==> config.mk <==
export PLATFORM = sky130hd
export DESIGN_NAME = spiGpioTop
export DESIGN_NICKNAME = d
export VERILOG_FILES = /design/src/hdl/spiRegsPkg.sv /design/src/hdl/regAccessIf.sv /design/src/hdl/gpioCtrlIf.sv /design/src/hdl/spiFrameDecoder.sv /design/src/hdl/regBank.sv /design/src/hdl/gpioPort.sv /design/src/hdl/spiGpioTop.sv
export SDC_FILE = /design/constraint.sdc
export NUM_CORES = 1
export LEC_CHECK = 0
export BUFFER_PORTS_ARGS = -buffer_cell sky130_fd_sc_hd__buf_2
export CAP_MARGIN = 20
export CORE_MARGIN = 3
export CORE_UTILIZATION = 59
export DETAILED_ROUTE_END_ITERATION = 8
export PLACE_DENSITY = 0.76
export SYNTH_ARGS = -nofsm -noshare
export SYNTH_HDL_FRONTEND = slang
export SYNTH_HIERARCHICAL = 1
export SYNTH_SLANG_ARGS = --single-unit
export TNS_END_PERCENT = 100
==> constraint.sdc <==
create_clock -name SCK -period 2.8 [get_ports SCK]
set_input_delay 0.14 -clock SCK [delete_from_list [all_inputs] [get_ports SCK]]
set_output_delay 0.14 -clock SCK [all_outputs]
set_load 0.005 [all_outputs]
==> src/hdl/spiRegsPkg.sv <==
// Shared widths, types and register map of the serial GPIO slave, referenced as spiRegsPkg::name
package spiRegsPkg;

  // --------------------------------------------------------------------------
  // Frame layout
  // --------------------------------------------------------------------------

  // SCK rising edges per frame, address byte then data byte
  localparam int frameBits = 16;
  localparam int addrBits = 8;
  localparam int dataBits = 8;
  // Low address bits that select a register
  localparam int idxBits = 6;
  // Read flag is the first bit sent
  localparam int readFlagBit = 7;

  typedef logic [dataBits-1:0] byteT;
  typedef logic [idxBits-1:0] regIdxT;
  typedef logic [$clog2(frameBits)-1:0] bitCountT;

  // Counter values that mark the frame phases
  localparam bitCountT addrLastCount = bitCountT'(addrBits - 1);
  localparam bitCountT dataFirstCount = bitCountT'(addrBits);
  localparam bitCountT frameLastCount = bitCountT'(frameBits - 1);

  // --------------------------------------------------------------------------
  // Register map
  // --------------------------------------------------------------------------
  localparam regIdxT regOutData = 6'd0;
  localparam regIdxT regDir = 6'd1;
  localparam regIdxT regPinIn = 6'd2;
  localparam regIdxT regRiseFlags = 6'd3;
  localparam regIdxT regScratchFirst = 6'd4;
  localparam regIdxT regScratchLast = 6'd7;

  localparam int scratchCount = regScratchLast - regScratchFirst + 1;
  typedef logic [$clog2(scratchCount)-1:0] scratchSelT;

endpackage

==> src/hdl/regAccessIf.sv <==
// Register access bus from the serial frame decoder to the register bank, one per slave
`timescale 1ns/100ps

interface regAccessIf;

  // Register index from the address byte
  // Valid from edge 8 of the frame
  spiRegsPkg::regIdxT addr;
  // Single-cycle write strobe
  logic wrEn;
  spiRegsPkg::byteT wrData;
  // Combinational readback of addr
  spiRegsPkg::byteT rdData;

  modport decoder (
    output addr,
    output wrEn,
    output wrData,
    input  rdData
  );

  modport bank (
    input  addr,
    input  wrEn,
    input  wrData,
    output rdData
  );

endinterface

==> src/hdl/gpioCtrlIf.sv <==
// Control and status link between the register bank and the GPIO port block
`timescale 1ns/100ps

interface gpioCtrlIf;

  // Output latch and direction, 1 means drive
  spiRegsPkg::byteT outData;
  spiRegsPkg::byteT dirData;
  // One-cycle pulse with the written byte on a flag write
  // Zero at all other times
  spiRegsPkg::byteT clearMask;
  // Sampled pins and sticky rise flags back to the bank
  spiRegsPkg::byteT pinIn;
  spiRegsPkg::byteT riseFlags;

  modport bank (
    output outData,
    output dirData,
    output clearMask,
    input  pinIn,
    input  riseFlags
  );

  modport port (
    input  outData,
    input  dirData,
    input  clearMask,
    output pinIn,
    output riseFlags
  );

endinterface

==> src/hdl/spiFrameDecoder.sv <==
// Serial frame decoder; turns 16-bit SCK frames into register reads on SO and write strobes
`timescale 1ns/100ps

module spiFrameDecoder (
  input  logic SCK,
  input  logic CS,
  input  logic SI,
  output logic SO,
  output logic soEnable,
  regAccessIf.decoder bus
);

  // --------------------------------------------------------------------------
  // Declarations
  // --------------------------------------------------------------------------

  // Position within the frame, 0 before edge 1
  spiRegsPkg::bitCountT bitCount;
  // Read flag of the current frame
  logic readFlag;
  logic wrEnReg;

  // Address shifter and its next value
  logic [spiRegsPkg::addrBits-1:0] addrShift;
  logic [spiRegsPkg::addrBits-1:0] addrNext;
  // Data shifter, write data in or read data out
  spiRegsPkg::byteT dataReg;

  // Phase decodes
  logic addrPhase;
  logic addrLast;
  logic dataFirst;
  logic frameLast;

  // --------------------------------------------------------------------------
  // Phase decode
  // --------------------------------------------------------------------------

  // Edges 1 to 8 carry the address byte
  assign addrPhase = (bitCount <= spiRegsPkg::addrLastCount);
  // Edge 8
  assign addrLast = (bitCount == spiRegsPkg::addrLastCount);
  // Edge 9
  assign dataFirst = (bitCount == spiRegsPkg::dataFirstCount);
  // Edge 16
  assign frameLast = (bitCount == spiRegsPkg::frameLastCount);

  // MSB first, new bit enters at the bottom
  assign addrNext = {addrShift[spiRegsPkg::addrBits-2:0], SI};

  // --------------------------------------------------------------------------
  // Bit counter
  // --------------------------------------------------------------------------

  // Wraps after edge 16 so frames can stream back to back
  always_ff @(posedge SCK or negedge CS) begin
    if (!CS) begin
      bitCount <= '0;
    end else if (frameLast) begin
      bitCount <= '0;
    end else begin
      bitCount <= bitCount + 1'b1;
    end
  end

  // --------------------------------------------------------------------------
  // Read flag, SO enable and write strobe
  // --------------------------------------------------------------------------

  always_ff @(posedge SCK or negedge CS) begin
    if (!CS) begin
      readFlag <= 1'b0;
      soEnable <= 1'b0;
      wrEnReg <= 1'b0;
    end else begin
      // Flag decided per frame, so reads and writes can alternate
      if (addrLast) begin
        readFlag <= addrNext[spiRegsPkg::readFlagBit];
      end
      // SO driven through the data half of a read frame only
      if (addrLast) begin
        soEnable <= addrNext[spiRegsPkg::readFlagBit];
      end else if (frameLast) begin
        soEnable <= 1'b0;
      end
      // High for the cycle after edge 16, bank commits on edge 17
      wrEnReg <= frameLast && !readFlag;
    end
  end

  // --------------------------------------------------------------------------
  // Address and data shifters
  // --------------------------------------------------------------------------

  always_ff @(posedge SCK) begin
    if (addrPhase) begin
      addrShift <= addrNext;
    end
    // Read data loaded on edge 9, then moved up one bit per edge
    if (dataFirst && readFlag) begin
      dataReg <= bus.rdData;
    end else if (!addrPhase) begin
      dataReg <= {dataReg[spiRegsPkg::dataBits-2:0], SI};
    end
  end

  // --------------------------------------------------------------------------
  // Outputs
  // --------------------------------------------------------------------------

  // MSB of the shifter goes out first
  assign SO = dataReg[spiRegsPkg::dataBits-1];

  // Bit 6 of the address byte is ignored
  assign bus.addr = addrShift[spiRegsPkg::idxBits-1:0];
  // Address holds through edge 17 since shifting restarts on that edge
  assign bus.wrData = dataReg;
  assign bus.wrEn = wrEnReg;

endmodule

==> src/hdl/regBank.sv <==
// Register bank of the serial GPIO slave; stores host registers and muxes readback by index
`timescale 1ns/100ps

module regBank (
  input  logic SCK,
  regAccessIf.bank bus,
  gpioCtrlIf.bank gpio
);

  // --------------------------------------------------------------------------
  // Storage
  // --------------------------------------------------------------------------

  // Undefined until first written by the host
  spiRegsPkg::byteT outReg;
  spiRegsPkg::byteT dirReg;
  spiRegsPkg::byteT scratch [spiRegsPkg::scratchCount];

  // Scratch slot selected by the current index
  spiRegsPkg::regIdxT scratchOfs;
  spiRegsPkg::scratchSelT scratchSel;

  assign scratchOfs = bus.addr - spiRegsPkg::regScratchFirst;
  assign scratchSel = spiRegsPkg::scratchSelT'(scratchOfs);

  // --------------------------------------------------------------------------
  // Write decode
  // --------------------------------------------------------------------------

  // Commit on the edge where wrEn is seen high
  always_ff @(posedge SCK) begin
    if (bus.wrEn) begin
      case (bus.addr) inside
        spiRegsPkg::regOutData: begin
          outReg <= bus.wrData;
        end
        spiRegsPkg::regDir: begin
          dirReg <= bus.wrData;
        end
        [spiRegsPkg::regScratchFirst:spiRegsPkg::regScratchLast]: begin
          scratch[scratchSel] <= bus.wrData;
        end
        // Pin readback is read only
        // Flag clears go out through clearMask
        default: begin
        end
      endcase
    end
  end

  // Write-one-to-clear strobe toward the port block
  // Lasts exactly as long as wrEn
  assign gpio.clearMask = (bus.wrEn && (bus.addr == spiRegsPkg::regRiseFlags)) ?
                          bus.wrData : '0;

  // --------------------------------------------------------------------------
  // Read multiplexer
  // --------------------------------------------------------------------------

  always_comb begin
    case (bus.addr) inside
      spiRegsPkg::regOutData: begin
        bus.rdData = outReg;
      end
      spiRegsPkg::regDir: begin
        bus.rdData = dirReg;
      end
      spiRegsPkg::regPinIn: begin
        bus.rdData = gpio.pinIn;
      end
      spiRegsPkg::regRiseFlags: begin
        bus.rdData = gpio.riseFlags;
      end
      [spiRegsPkg::regScratchFirst:spiRegsPkg::regScratchLast]: begin
        bus.rdData = scratch[scratchSel];
      end
      // Unmapped indexes read zero
      default: begin
        bus.rdData = '0;
      end
    endcase
  end

  // --------------------------------------------------------------------------
  // Port control
  // --------------------------------------------------------------------------

  assign gpio.outData = outReg;
  assign gpio.dirData = dirReg;

endmodule

==> src/hdl/gpioPort.sv <==
// GPIO port block; samples pins on SCK, keeps sticky rise flags and drives pin outputs
`timescale 1ns/100ps

module gpioPort (
  input  logic SCK,
  input  spiRegsPkg::byteT gpioIn,
  output spiRegsPkg::byteT gpioOut,
  output spiRegsPkg::byteT gpioOe,
  gpioCtrlIf.port gpio
);

  // --------------------------------------------------------------------------
  // Pin sampling
  // --------------------------------------------------------------------------

  // Current and previous samples
  spiRegsPkg::byteT pinSample;
  spiRegsPkg::byteT pinPrev;
  // Sticky flags and this edge's rises
  spiRegsPkg::byteT riseFlags;
  spiRegsPkg::byteT riseNow;

  // Edges only seen while SCK toggles
  always_ff @(posedge SCK) begin
    pinSample <= gpioIn;
    pinPrev <= pinSample;
  end

  // --------------------------------------------------------------------------
  // Rising-edge flags
  // --------------------------------------------------------------------------

  // Sampled pin went from 0 to 1 on the last edge
  assign riseNow = pinSample & ~pinPrev;

  // Set wins over a clear on the same edge
  always_ff @(posedge SCK) begin
    riseFlags <= (riseFlags & ~gpio.clearMask) | riseNow;
  end

  assign gpio.pinIn = pinSample;
  assign gpio.riseFlags = riseFlags;

  // --------------------------------------------------------------------------
  // Pin drive
  // --------------------------------------------------------------------------

  // Output latch and enables straight from the bank
  assign gpioOut = gpio.outData;
  assign gpioOe = gpio.dirData;

endmodule

==> src/hdl/spiGpioTop.sv <==
// Top level of the serial GPIO slave; connects decoder, register bank and port to the pins
`timescale 1ns/100ps

module spiGpioTop (
  // Serial host side
  input  logic SCK,
  input  logic CS,
  input  logic SI,
  output logic SO,
  output logic soEnable,
  // General-purpose port
  input  spiRegsPkg::byteT gpioIn,
  output spiRegsPkg::byteT gpioOut,
  output spiRegsPkg::byteT gpioOe
);

  // --------------------------------------------------------------------------
  // Internal buses
  // --------------------------------------------------------------------------

  // Decoder to bank
  regAccessIf regBus ();
  // Bank to port block
  gpioCtrlIf gpioBus ();

  // --------------------------------------------------------------------------
  // Blocks
  // --------------------------------------------------------------------------

  // Frame logic, the only part cleared by CS
  spiFrameDecoder u_frameDecoder (
    .SCK      (SCK),
    .CS       (CS),
    .SI       (SI),
    .SO       (SO),
    .soEnable (soEnable),
    .bus      (regBus.decoder)
  );

  // Register storage and readback
  regBank u_regBank (
    .SCK  (SCK),
    .bus  (regBus.bank),
    .gpio (gpioBus.bank)
  );

  // Pin sampling and drive
  gpioPort u_gpioPort (
    .SCK     (SCK),
    .gpioIn  (gpioIn),
    .gpioOut (gpioOut),
    .gpioOe  (gpioOe),
    .gpio    (gpioBus.port)
  );

endmodule

==> metrics.sh, run 1 <==
IR_DROP_uV=447
TIMING.FINAL.SETUP_VIOLATIONS=0
YS_TYPES=33
POSTROUTEANTENNANETS=0
CTS.HTREE.LEVELS=3
CLK_ROOT_BUFFER_CELL='clkbuf_8'
END_KIND='flip-flop'
MUXSHAREOFSYNTHAREA=0.118
SYNTH-EDFF-COUNT=63
POSTLAYOUTSETUPSLACKWORST_NS=0.331
PLACE_CONGESTION=0.769
TERMINUS_OF_THE_CRITICAL_FLOP_TO_FLOP_PATH='u_regBank/gpio.dirData[1]'
DP_CELLS=312
DR.PASS1.ITERS=4
DRC=0
CLOCK_SKEW_NS=0.00706
FIRST_ITER_VIOLATIONS=107
DRT-TOTAL-WL_MM=6.62
INSERTEDDIODECOUNT=0
SYNTH.AREA.TOP_CELLS='edfxtp_1, dfxtp_1, mux4_2, buf_4, dfrtp_1'
GRT_ANTENNA_BEFORE_REPAIR=0
CLK_TRANSITION_REPORTED_PATHS_NS=0.08
SYNTH.LARGEST_AREA_CELL='edfxtp_1'
VIAS=1922
SYNTH_SEQ_CELLS=94
PLACE_WORST_SETUP_SLACK_NS=0.398
GRT_OVERFLOW=0
SYNTH-WARNING-COUNT=6
FLOORPLAN.DIE.HEIGHT_UM=86.4
EFFECTIVE_UTILIZATION_AT_FLOORPLAN=0.625
SYNTHADDERAREAFRAC=0.00656
PERIOD_SHARE=0.882
DIE_WIDTH_UM=86.4
LARGEST_NET_DEGREE_AT_THE_START_OF_GLOBAL_ROUTING=23
REGTOREGSTARTPOINT='u_frameDecoder/addrShift[3]'
SYNTH_TOP_FAMILY_BY_AREA='multiplexers'
POST-SYNTH-TOP-COUNT-CELL='edfxtp_1'
R2R.WORST_PATH.CELLS=2
PORT_BUFFERS=28
SYNTH_AREA_UM2=3810
PIN_COUNT=29
CELLLEAKAGEPOWER_nW=1.64
SLEW_VIOLATIONS=0
SYNTH_TOP_CELL_AREA_SHARE=0.496
SETUP_REPAIR_AFTER_GLOBAL_ROUTING_MISSED_ITS_MARGIN='false'
TIMING.SLEW.HEADROOM=0.309
TOTALNEGATIVESETUPSLACK_NS=0
CELL_AREA_POWER_DENSITY_nW_PER_UM2=557
POST_SYNTH_MOST_FREQUENT_CELLS='edfxtp_1, inv_1, buf_4'
SYNTH_ASYNC_SR_FLOP_SHARE=0.0745
SYNTH_XOR_XNOR_AREA_SHARE=0.00230
HOLD_FAILS_FINAL_RPT=0
CRITICAL_PATH_REQUIRED_NS=2.78
SYNTHSIMPLEGATEAREAFRAC=0.0673
GRT_FIRST_PASS_WIRELENGTH_MM=10.4
ROUTE.DETAILED.WL_PER_INST_UM=19.6
CRIT_START='u_frameDecoder/addrShift[3]'
TRITONCTS='yes'
POSTCTSSETUPREPAIRBUFS=0
SYNTH-COMPOUND-AREA-SHARE=0.0525
FP.DIEAREA_UM2=7460
WORST_EP_ARRIVAL_TIME_NS=2.45
COMMONEST_REGISTER_CELL_AFTER_SYNTHESIS='edfxtp_1'
STDCELL_COUNT=338
DRIVE_ABOVE_1_SHARE=0.369
TIGHTESTPINTRANSITION_NS=1.03
AREA_OF_THE_CORE_REGION_UM2=6100
VIA_PER_INST=5.69
TRITONCTS_NUM_SINKS=94
SYNTH.AVG_CELL_AREA_UM2=16.7
CLK_PATH_BUF_DEPTH=2
ACHIEVABLE-FREQUENCY_GHz=0.405
CRIT_END='u_regBank/gpio.dirData[1]'
FINAL.MIN_CLOCK_PERIOD_NS=2.47
CRITPATHKIND='reg2reg'
SYNTH_NETS=241
CRITICAL_PATH.MAX_FANOUT=8
DETAILED_PLACE.AREA_UM2=3910
STATUS='finished, final reports clean'
FLOORPLAN.ROWS=28
DESIGN.FINAL.NETS=271
FIRST_GLOBAL_VIAS=1900
WORSTHOLDPATHTYPE='in2async'
CTS_BUFFERS=9
GRT_USAGE=0.198
RRSETUPSLACK_NS=0.33
DP.FINAL_HPWL_MM=4.23
FINAL.HOLD.WORST_SLACK_NS=0.137
FINISH.INSTANCE_AREA_UM2=4180
SYN_INST=228
AREAGROWTHSYNTHTOFINISH_PCT=9.58
CLOCK_INSERTION_DELAY_WORST_SKEW_NS=0.35
MAX_CAP_VIOLATIONS=0
SYNTH_SEQ_AREA_SHARE=0.668
STARTPOINT_TYPE='flip-flop'
## registers in the layout, indices dropped and copies added (netlist names), 4 cells and up
register / cells
u_frameDecoder/addrShift: 7
u_frameDecoder/bitCount: 4
u_regBank/scratch: 32
u_frameDecoder/bus.wrData: 8
u_gpioPort/gpio.riseFlags: 8
u_gpioPort/gpio.pinIn: 8
u_regBank/gpio.dirData: 8
u_gpioPort/pinPrev: 8
u_regBank/gpio.outData: 8
## final cells by class
type	count	area, um^2
sequential	94	2550
fill	431	1920
multi-input combinational	77	941
timing repair buffer	49	323
clock buffer	15	166
inverter	27	101
tap	75	93.8
clock inverter	1	5.00
## where the power goes
| group | internal, W | switching [W] |
|---|---|---|
| Clock | 0.000372 | 0.000415 |
| Combinational | 0.0000345 | 0.0000185 |
| Sequential | 0.00148 | 0.00000845 |
## layer usage
layer,vias up,track usage,wire (um)
met5,-,0,0
met4,0,0.0637,83
met3,10,0.0656,300
met2,47,0.305,3180
met1,977,0.271,3060
li1,888,-,-
## cell usage in the layout, fill, tap and decap left out
cell type,n
nand2b_1,1
and2_1,1
mux2_2,8
clkbuf_1,4
clkinv_2,1
nand3_1,1
or4_1,1
inv_1,27
dfrtp_1,7
or4b_1,1
nor3_1,4
dlygate4sd3_1,10
buf_2,28
nor4b_2,1
edfxtp_1,63
dfxtp_1,24
o22ai_2,8
buf_4,11
o311ai_0,1
xor2_1,1
mux4_2,16
a31oi_1,1
a21o_1,2
a22o_1,8
nor4_2,1
and4b_2,1
nand3b_1,1
nor2_1,1
ha_1,2
nand4b_1,1
nand2_1,3
clkbuf_8,11
nand4b_4,1
nor3_2,10
or2b_1,1
## metrics by stage
step,util,power (W)
3_3_place_gp,0.641,0.00156
4_1_cts,0.685,0.00235
6_report,0.685,0.00233
2_1_floorplan,-,0.00155
5_1_grt,0.685,0.00242
3_5_place_dp,0.641,0.00156
## cell families (layout without fill, tap and decap cells)
kind of cell             Yosys count  after routing
adder cells (fa/ha/maj)            2              2
buffers and inverters             57             92
AND/OR/NAND/NOR                   30             30
XOR/XNOR                           1              1
flip-flops                        94             94
AO/OA/AOI/OAI                     20             20
multiplexers                      24             24
## worst max-delay path, cell delays in order, from the launching register on
cell and delay (ns):
edfxtp_1 0.46, or4_1 0.74, nor3_2 0.89
## repair_timing
item / 4_1_cts / 5_1_grt
hold buffers: 10 / 0
hold endpoints to repair: 16 / 0
gates resized for setup: 0 / 0
## how the worst min path moves through the flow
| stage | end |
|---|---|
| 2_1_floorplan | u_frameDecoder/bitCount[0] |
| 3_3_place_gp | u_frameDecoder/bitCount[3] |
| 3_5_place_dp | u_frameDecoder/bitCount[3] |
| 4_1_cts | u_frameDecoder/bitCount[3] |
| 5_1_grt | u_frameDecoder/bitCount[3] |
| 6_report | u_frameDecoder/bitCount[3] |
No activity file was read; power rests on OpenSTA's default activity.
==> run 2: changes to the inputs <==
--- a/config.mk
+++ b/config.mk
@@ -11,6 +11,7 @@
 export CORE_UTILIZATION = 59
 export DETAILED_ROUTE_END_ITERATION = 8
 export PLACE_DENSITY = 0.76
+export RECOVER_POWER = 100
 export SYNTH_ARGS = -nofsm -noshare
 export SYNTH_HDL_FRONTEND = slang
 export SYNTH_HIERARCHICAL = 1
==> run 2 against run 1 <==
Compared with the run above: final cell count unchanged; largest cell class unchanged; flip-flop and latch count unchanged; sequential power about the same; final area down 1.8%; hold slack better by 0.065 ns; die area unchanged.
==> metrics.sh, run 2 (synthesis results as in run 1) <==
STATUS='finished, final reports clean'
FLOORPLAN.ROWS=28  # unchanged
CLK_PATH_BUF_DEPTH=2  # unchanged
CTS.HTREE.LEVELS=3  # unchanged
FINAL_CELL_MIX='edfxtp_1, inv_1, dfxtp_1'
TRITONCTS_NUM_SINKS=94  # unchanged
LAYOUT.CELLS.MOST_COMMON='edfxtp_1'
GRT.MET1_USAGE=0.271  # unchanged
CRITPATHKIND='reg2reg'
PERIOD_SHARE=0.925  # +0.0437
FLOORPLAN.DIE.HEIGHT_UM=86.4  # unchanged
LARGEST_NET_DEGREE_AT_THE_START_OF_GLOBAL_ROUTING=23  # unchanged
AREA_OF_THE_CORE_REGION_UM2=6100  # unchanged
N_FILL_CELL=448  # +3.9%
FINAL.HOLD.WORST_SLACK_NS=0.202  # +0.0649 ns
FINAL.MIN_CLOCK_PERIOD_NS=2.59  # +0.122 ns
GR-MAX-USAGE-LAYER='met2'
POSTROUTEANTENNANETS=0  # unchanged
DESIGN.FINAL.NETS=271  # unchanged
FIRST_GLOBAL_VIAS=1900  # unchanged
SLEW_VIOLATIONS=0  # unchanged
TRITONCTS='yes'
ROUTE.DETAILED.WL_PER_INST_UM=19.6  # +0.14%
GRT_OVERFLOW=0  # unchanged
TIMING.SLEW.HEADROOM=0.346  # +0.0368
DR.PASS1.ITERS=4  # unchanged
VIAS=1923  # +0.052%
DRIVE_ABOVE_1_SHARE=0.285  # -0.0837
GRT_ANTENNA_BEFORE_REPAIR=0  # unchanged
FIRST_ITER_VIOLATIONS=118  # +10%
HOLD_FAILS_FINAL_RPT=0  # unchanged
VIA_PER_INST=5.69  # about the same
GRT_FIRST_PASS_WIRELENGTH_MM=10.4  # unchanged
GRT_USAGE=0.198  # unchanged
AREAGROWTHSYNTHTOFINISH_PCT=7.61
LAYOUT.AREA.SEQ_UM2=2550  # unchanged
TIGHTESTPINTRANSITION_NS=0.976  # -0.0549 ns
TOTALNEGATIVESETUPSLACK_NS=0  # unchanged
TIMING.FINAL.SETUP_VIOLATIONS=0  # unchanged
CP_SLOWEST_STAGE_DELAY_NS=0.74  # -0.15 ns
GRT_USE_MET2=0.305  # unchanged
CTS_RESIZED=0  # unchanged
TIMING.CRITICAL_PATH.BUF_INV=1  # +1
CLK_TRANSITION_REPORTED_PATHS_NS=0.08  # about the same
CELLLEAKAGEPOWER_nW=1.59  # -3.0%
DRT-TOTAL-WL_MM=6.63  # +0.14%
CELL_AREA_POWER_DENSITY_nW_PER_UM2=567  # +1.9%
PIN_COUNT=29  # unchanged
CRITICAL-PATH-SLOWEST-CELL='nor3_1'
LARGEST_REGISTER_FF_COUNT=32  # unchanged
ACHIEVABLE-FREQUENCY_GHz=0.386  # -4.7%
CRITICAL_PATH.MAX_FANOUT=6  # -2
WORSTHOLDPATHTYPE='in2async'
CRIT_PATH_CELL_TRACE='or4_1, nor3_1, clkbuf_2'
DOMINANT_DELAY_CONTRIBUTOR_BY_CELL_FAMILY_ON_THE_CRITICAL_PATH='simple AND/OR/NAND/NOR gates'
CRITICAL_PATH_REQUIRED_NS=2.85  # +0.07 ns
WORST_EP_ARRIVAL_TIME_NS=2.64  # +0.19 ns
MAX_FLOP_REGISTER='u_regBank/scratch'
CTS_BUFFERS=9  # unchanged
END_KIND='flip-flop'
TOTAL_POWER_W=0.00233  # about the same
IR_DROP_uV=447  # about the same
GR-USAGE-MET3=0.0656  # unchanged
CLOCK_INSERTION_DELAY_WORST_SKEW_NS=0.36  # about the same
FP.DIEAREA_UM2=7460  # unchanged
DIE_WIDTH_UM=86.4  # unchanged
CLOCK_SKEW_NS=0.00686  # -0.000205 ns
STARTPOINT_TYPE='flip-flop'
MULTI_INPUT_COMB_AREA_UM2=901  # -4.3%
DRC=0  # unchanged
INSERTEDDIODECOUNT=0  # unchanged
MAX_CAP_VIOLATIONS=0  # unchanged
PORT_BUFFERS=28  # unchanged
FINAL_CORE_UTIL=0.673  # -0.0123
SETUP_REPAIR_AFTER_GLOBAL_ROUTING_MISSED_ITS_MARGIN='false'
PLACE_CONGESTION=0.769  # unchanged
CLK_ROOT_BUFFER_CELL='clkbuf_8'
EFFECTIVE_UTILIZATION_AT_FLOORPLAN=0.625  # unchanged
DP.FINAL_HPWL_MM=4.23  # unchanged
==> run 2: cell types whose count changed in the layout (fill, tap and decap cells not counted), sizes merged <==
cell	delta
buf	-14
clkbuf	+14
==> run 2: routing by layer <==
layer,wire length [um],vias up
li1,-,885
met1,2990,971
met2,3170,57
met3,378,10
met4,83,0
met5,0,-
==> run 2: where the power goes <==
group	internal, W	switching, W	total (W)
Sequential	0.00148	0.00000846	0.00149
Combinational	0.0000343	0.0000183	0.0000526
Clock	0.000372	0.000416	0.000788
==> run 2: final cells by class <==
type	count	area share
Clock buffer	15	0.0406
Sequential cell	94	0.621
Inverter	27	0.0247
Multi-Input combinational cell	77	0.220
Timing Repair Buffer	49	0.0701
Clock inverter	1	0.00122
Tap cell	75	0.0229
==> run 2: what timing repair did <==
item	CTS	global route
hold buffers	10	0
endpoints found under the hold margin	16	0
setup buffers	0	0
==> run 2: stage by stage <==
stage | cells | worst slack [ns] | area (um^2)
floorplan | 228 | 0.670 | 3810
global placement | 312 | 0.352 | 3910
detailed placement | 312 | 0.398 | 3910
CTS | 338 | 0.358 | 4180
global route | 338 | 0.216 | 4100
finish | 338 | 0.209 | 4100
==> run 2: worst paths after layout <==
kind / to / slack, ns / cells after the start / from
setup / recovery: u_regBank/gpio.outData[1] / 0.21 / 3 / u_frameDecoder/addrShift[3]
hold / removal: u_frameDecoder/bitCount[3] / 0.20 / 2 / CS
setup reg to reg: u_regBank/gpio.outData[1] / 0.21 / 3 / u_frameDecoder/addrShift[3]
hold reg to reg: u_gpioPort/pinPrev[7] / 0.37 / 0 / u_gpioPort/gpio.pinIn[7]
max in group asynchronous: u_frameDecoder/bitCount[1] / 2.32 / 2 / CS
min in group SCK: u_gpioPort/pinPrev[7] / 0.37 / 0 / u_gpioPort/gpio.pinIn[7]
==> run 3: changes to the inputs <==
--- a/config.mk
+++ b/config.mk
@@ -10,6 +10,7 @@
 export CORE_MARGIN = 3
 export CORE_UTILIZATION = 59
 export DETAILED_ROUTE_END_ITERATION = 8
+export GPL_TIMING_DRIVEN = 0
 export PLACE_DENSITY = 0.76
 export RECOVER_POWER = 100
 export SYNTH_ARGS = -nofsm -noshare
==> run 3 against run 2 <==
Compared with the run above: setup slack improved by 0.093 ns; critical path type unchanged; largest power group unchanged; critical path depth is 1 higher; largest cell class unchanged; clock power is 4.3% higher; highest routed layer unchanged; combinational power grew 8.2%; critical endpoint is now u_regBank/gpio.dirData[2].
==> metrics.sh, run 3 (synthesis results as in run 1) <==
STATUS='finished, final reports clean'
IR_DROP_uV=414  # -7.4%
PLACE_CONGESTION=0.716  # -6.8%
PERIOD_SHARE=0.892  # -0.0332
TRITONCTS='yes'
PIN_COUNT=29  # unchanged
CTS.HTREE.LEVELS=3  # unchanged
DETAILED_PLACE.AREA_UM2=4070  # +4.2%
PLACE_WORST_SETUP_SLACK_NS=0.295  # -0.103 ns
SLEW_VIOLATIONS=0  # unchanged
LAYOUT.AREA.SEQ_UM2=2550  # unchanged
INSERTEDDIODECOUNT=0  # unchanged
GRT_USAGE=0.199  # +0.00112
LARGEST_REGISTER_FF_COUNT=32  # unchanged
GRT_OVERFLOW=0  # unchanged
STDCELL_COUNT=360  # +6.5%
N_FILL_CELL=422  # -5.8%
FLOORPLAN.ROWS=28  # unchanged
CELL_AREA_POWER_DENSITY_nW_PER_UM2=552  # -2.7%
DP.FINAL_HPWL_MM=4.17  # -1.5%
TIMING.FINAL.SETUP_VIOLATIONS=0  # unchanged
TIMING.SLEW.HEADROOM=0.305  # -0.0413
MAX_CAP_VIOLATIONS=0  # unchanged
AREAGROWTHSYNTHTOFINISH_PCT=12.3
CRITPATHKIND='reg2reg'
ROUTE.DETAILED.WL_PER_INST_UM=18.0  # -8.1%
CLOCK_INSERTION_DELAY_WORST_SKEW_NS=0.35  # about the same
FINAL.MIN_CLOCK_PERIOD_NS=2.50  # -0.0929 ns
CTS_RESIZED=0  # unchanged
TIGHTESTPINTRANSITION_NS=1.03  # +0.0587 ns
MAX_FLOP_REGISTER='u_regBank/scratch'
ACHIEVABLE-FREQUENCY_GHz=0.400  # +3.7%
DRC=0  # unchanged
DR.PASS1.ITERS=4  # unchanged
FIRST_ITER_VIOLATIONS=181  # +53%
LARGEST_NET_DEGREE_AT_THE_START_OF_GLOBAL_ROUTING=15  # -35%
PORT_BUFFERS=28  # unchanged
GRT_ANTENNA_BEFORE_REPAIR=0  # unchanged
CRITICAL_PATH.MAX_FANOUT=10  # +4
CRITICAL_PATH_DEPTH=4  # +1
CLK_TRANSITION_REPORTED_PATHS_NS=0.08  # about the same
DRT-TOTAL-WL_MM=6.49  # -2.1%
REGTOREGSTARTPOINT='u_frameDecoder/addrShift[3]'
VIAS=2001  # +4.1%
DESIGN.FINAL.NETS=293  # +8.1%
CLK_ROOT_BUFFER_CELL='clkbuf_8'
FINISH.INSTANCE_AREA_UM2=4280  # +4.4%
CRITICAL_PATH_REQUIRED_NS=2.77  # -0.08 ns
CRIT_END='u_regBank/gpio.dirData[2]'
DOMINANT_DELAY_CONTRIBUTOR_BY_CELL_FAMILY_ON_THE_CRITICAL_PATH='simple AND/OR/NAND/NOR gates'
CRITICAL-PATH-SLOWEST-CELL='nor3_2'
CLOCK_SKEW_NS=0.0118  # +0.00493 ns
STARTPOINT_TYPE='flip-flop'
CLK_PATH_BUF_DEPTH=2  # unchanged
POSTROUTEANTENNANETS=0  # unchanged
R2R.WORST_PATH.CELLS=4  # +1
CTS_BUFFERS=9  # unchanged
CRIT_PATH_CELL_TRACE='clkbuf_1, or4_1, clkbuf_2, nor3_2'
DIE_WIDTH_UM=86.4  # unchanged
CRIT_START='u_frameDecoder/addrShift[3]'
CP_SLOWEST_STAGE_DELAY_NS=0.77  # +0.03 ns
SETUP_REPAIR_AFTER_GLOBAL_ROUTING_MISSED_ITS_MARGIN='false'
CELLLEAKAGEPOWER_nW=1.70  # +7.1%
FIRST_GLOBAL_VIAS=2021  # +6.4%
FINAL_CELL_MIX='edfxtp_1, inv_1, buf_2'
EFFECTIVE_UTILIZATION_AT_FLOORPLAN=0.625  # unchanged
TERMINUS_OF_THE_CRITICAL_FLOP_TO_FLOP_PATH='u_regBank/gpio.dirData[2]'
MULTI_INPUT_COMB_AREA_UM2=901  # unchanged
RRSETUPSLACK_NS=0.30  # +0.09 ns
DRIVE_ABOVE_1_SHARE=0.351  # +0.0657
TOTALNEGATIVESETUPSLACK_NS=0  # unchanged
DP_CELLS=334  # +7.1%
GRT_FIRST_PASS_WIRELENGTH_MM=10.8  # +3.5%
FP.DIEAREA_UM2=7460  # unchanged
WORST_EP_ARRIVAL_TIME_NS=2.47  # -0.17 ns
HOLD_FAILS_FINAL_RPT=0  # unchanged
END_KIND='flip-flop'
TRITONCTS_NUM_SINKS=94  # unchanged
VIA_PER_INST=5.56  # -2.3%
POSTLAYOUTSETUPSLACKWORST_NS=0.302  # +0.0929 ns
AREA_OF_THE_CORE_REGION_UM2=6100  # unchanged
LAYOUT.CELLS.MOST_COMMON='edfxtp_1'
TIMING.CRITICAL_PATH.BUF_INV=2  # +1
FLOORPLAN.DIE.HEIGHT_UM=86.4  # unchanged
WORSTHOLDPATHTYPE='in2async'
FINAL.HOLD.WORST_SLACK_NS=0.202  # +0.000132 ns
==> run 3: area by class of cell <==
| type | count | share of cell area |
|---|---|---|
| Timing Repair Buffer | 41 | 0.0578 |
| Clock inverter | 1 | 0.00117 |
| Buffer | 30 | 0.0488 |
| Inverter | 27 | 0.0237 |
| Clock buffer | 15 | 0.0415 |
| Tap cell | 75 | 0.0219 |
| Sequential cell | 94 | 0.595 |
| Multi-Input combinational cell | 77 | 0.210 |
==> run 3: power breakdown <==
group          internal (W)  switching (W)  total (W)
logic             0.0000368      0.0000201  0.0000569
registers           0.00148     0.00000819    0.00149
clock network      0.000402       0.000420   0.000822
==> run 3: through the flow <==
step	util	total power [W]
global route	0.703	0.00244
finish	0.703	0.00236
CTS	0.714	0.00238
detailed placement	0.667	0.00156
global placement	0.664	0.00156
floorplan	-	0.00155
==> run 3: worst min path at each step <==
stage / to / startpoint / slack, ns
finish: u_frameDecoder/bitCount[1] / CS / 0.20
CTS: u_frameDecoder/bitCount[0] / CS / 0.14
global route: u_frameDecoder/bitCount[1] / CS / 0.23
global placement: u_frameDecoder/bitCount[3] / CS / -0.02
detailed placement: u_frameDecoder/bitCount[0] / CS / -0.02
floorplan: u_frameDecoder/bitCount[0] / CS / -0.16
==> run 3: repair_timing <==
action	CTS	global route
endpoints found under the hold margin	16	0
hold buffers	10	0
buffers inserted	0	0
endpoints found under the setup margin	0	0
==> run 3: layer usage <==
metal	part of all wire	wire length [um]	global-route usage	vias up
met5	0	0	0	-
met2	0.47	3050	0.314	63
met1	0.45	2950	0.278	1004
li1	-	-	-	929
met4	0.0096	62	0.0482	0
met3	0.066	425	0.0580	5
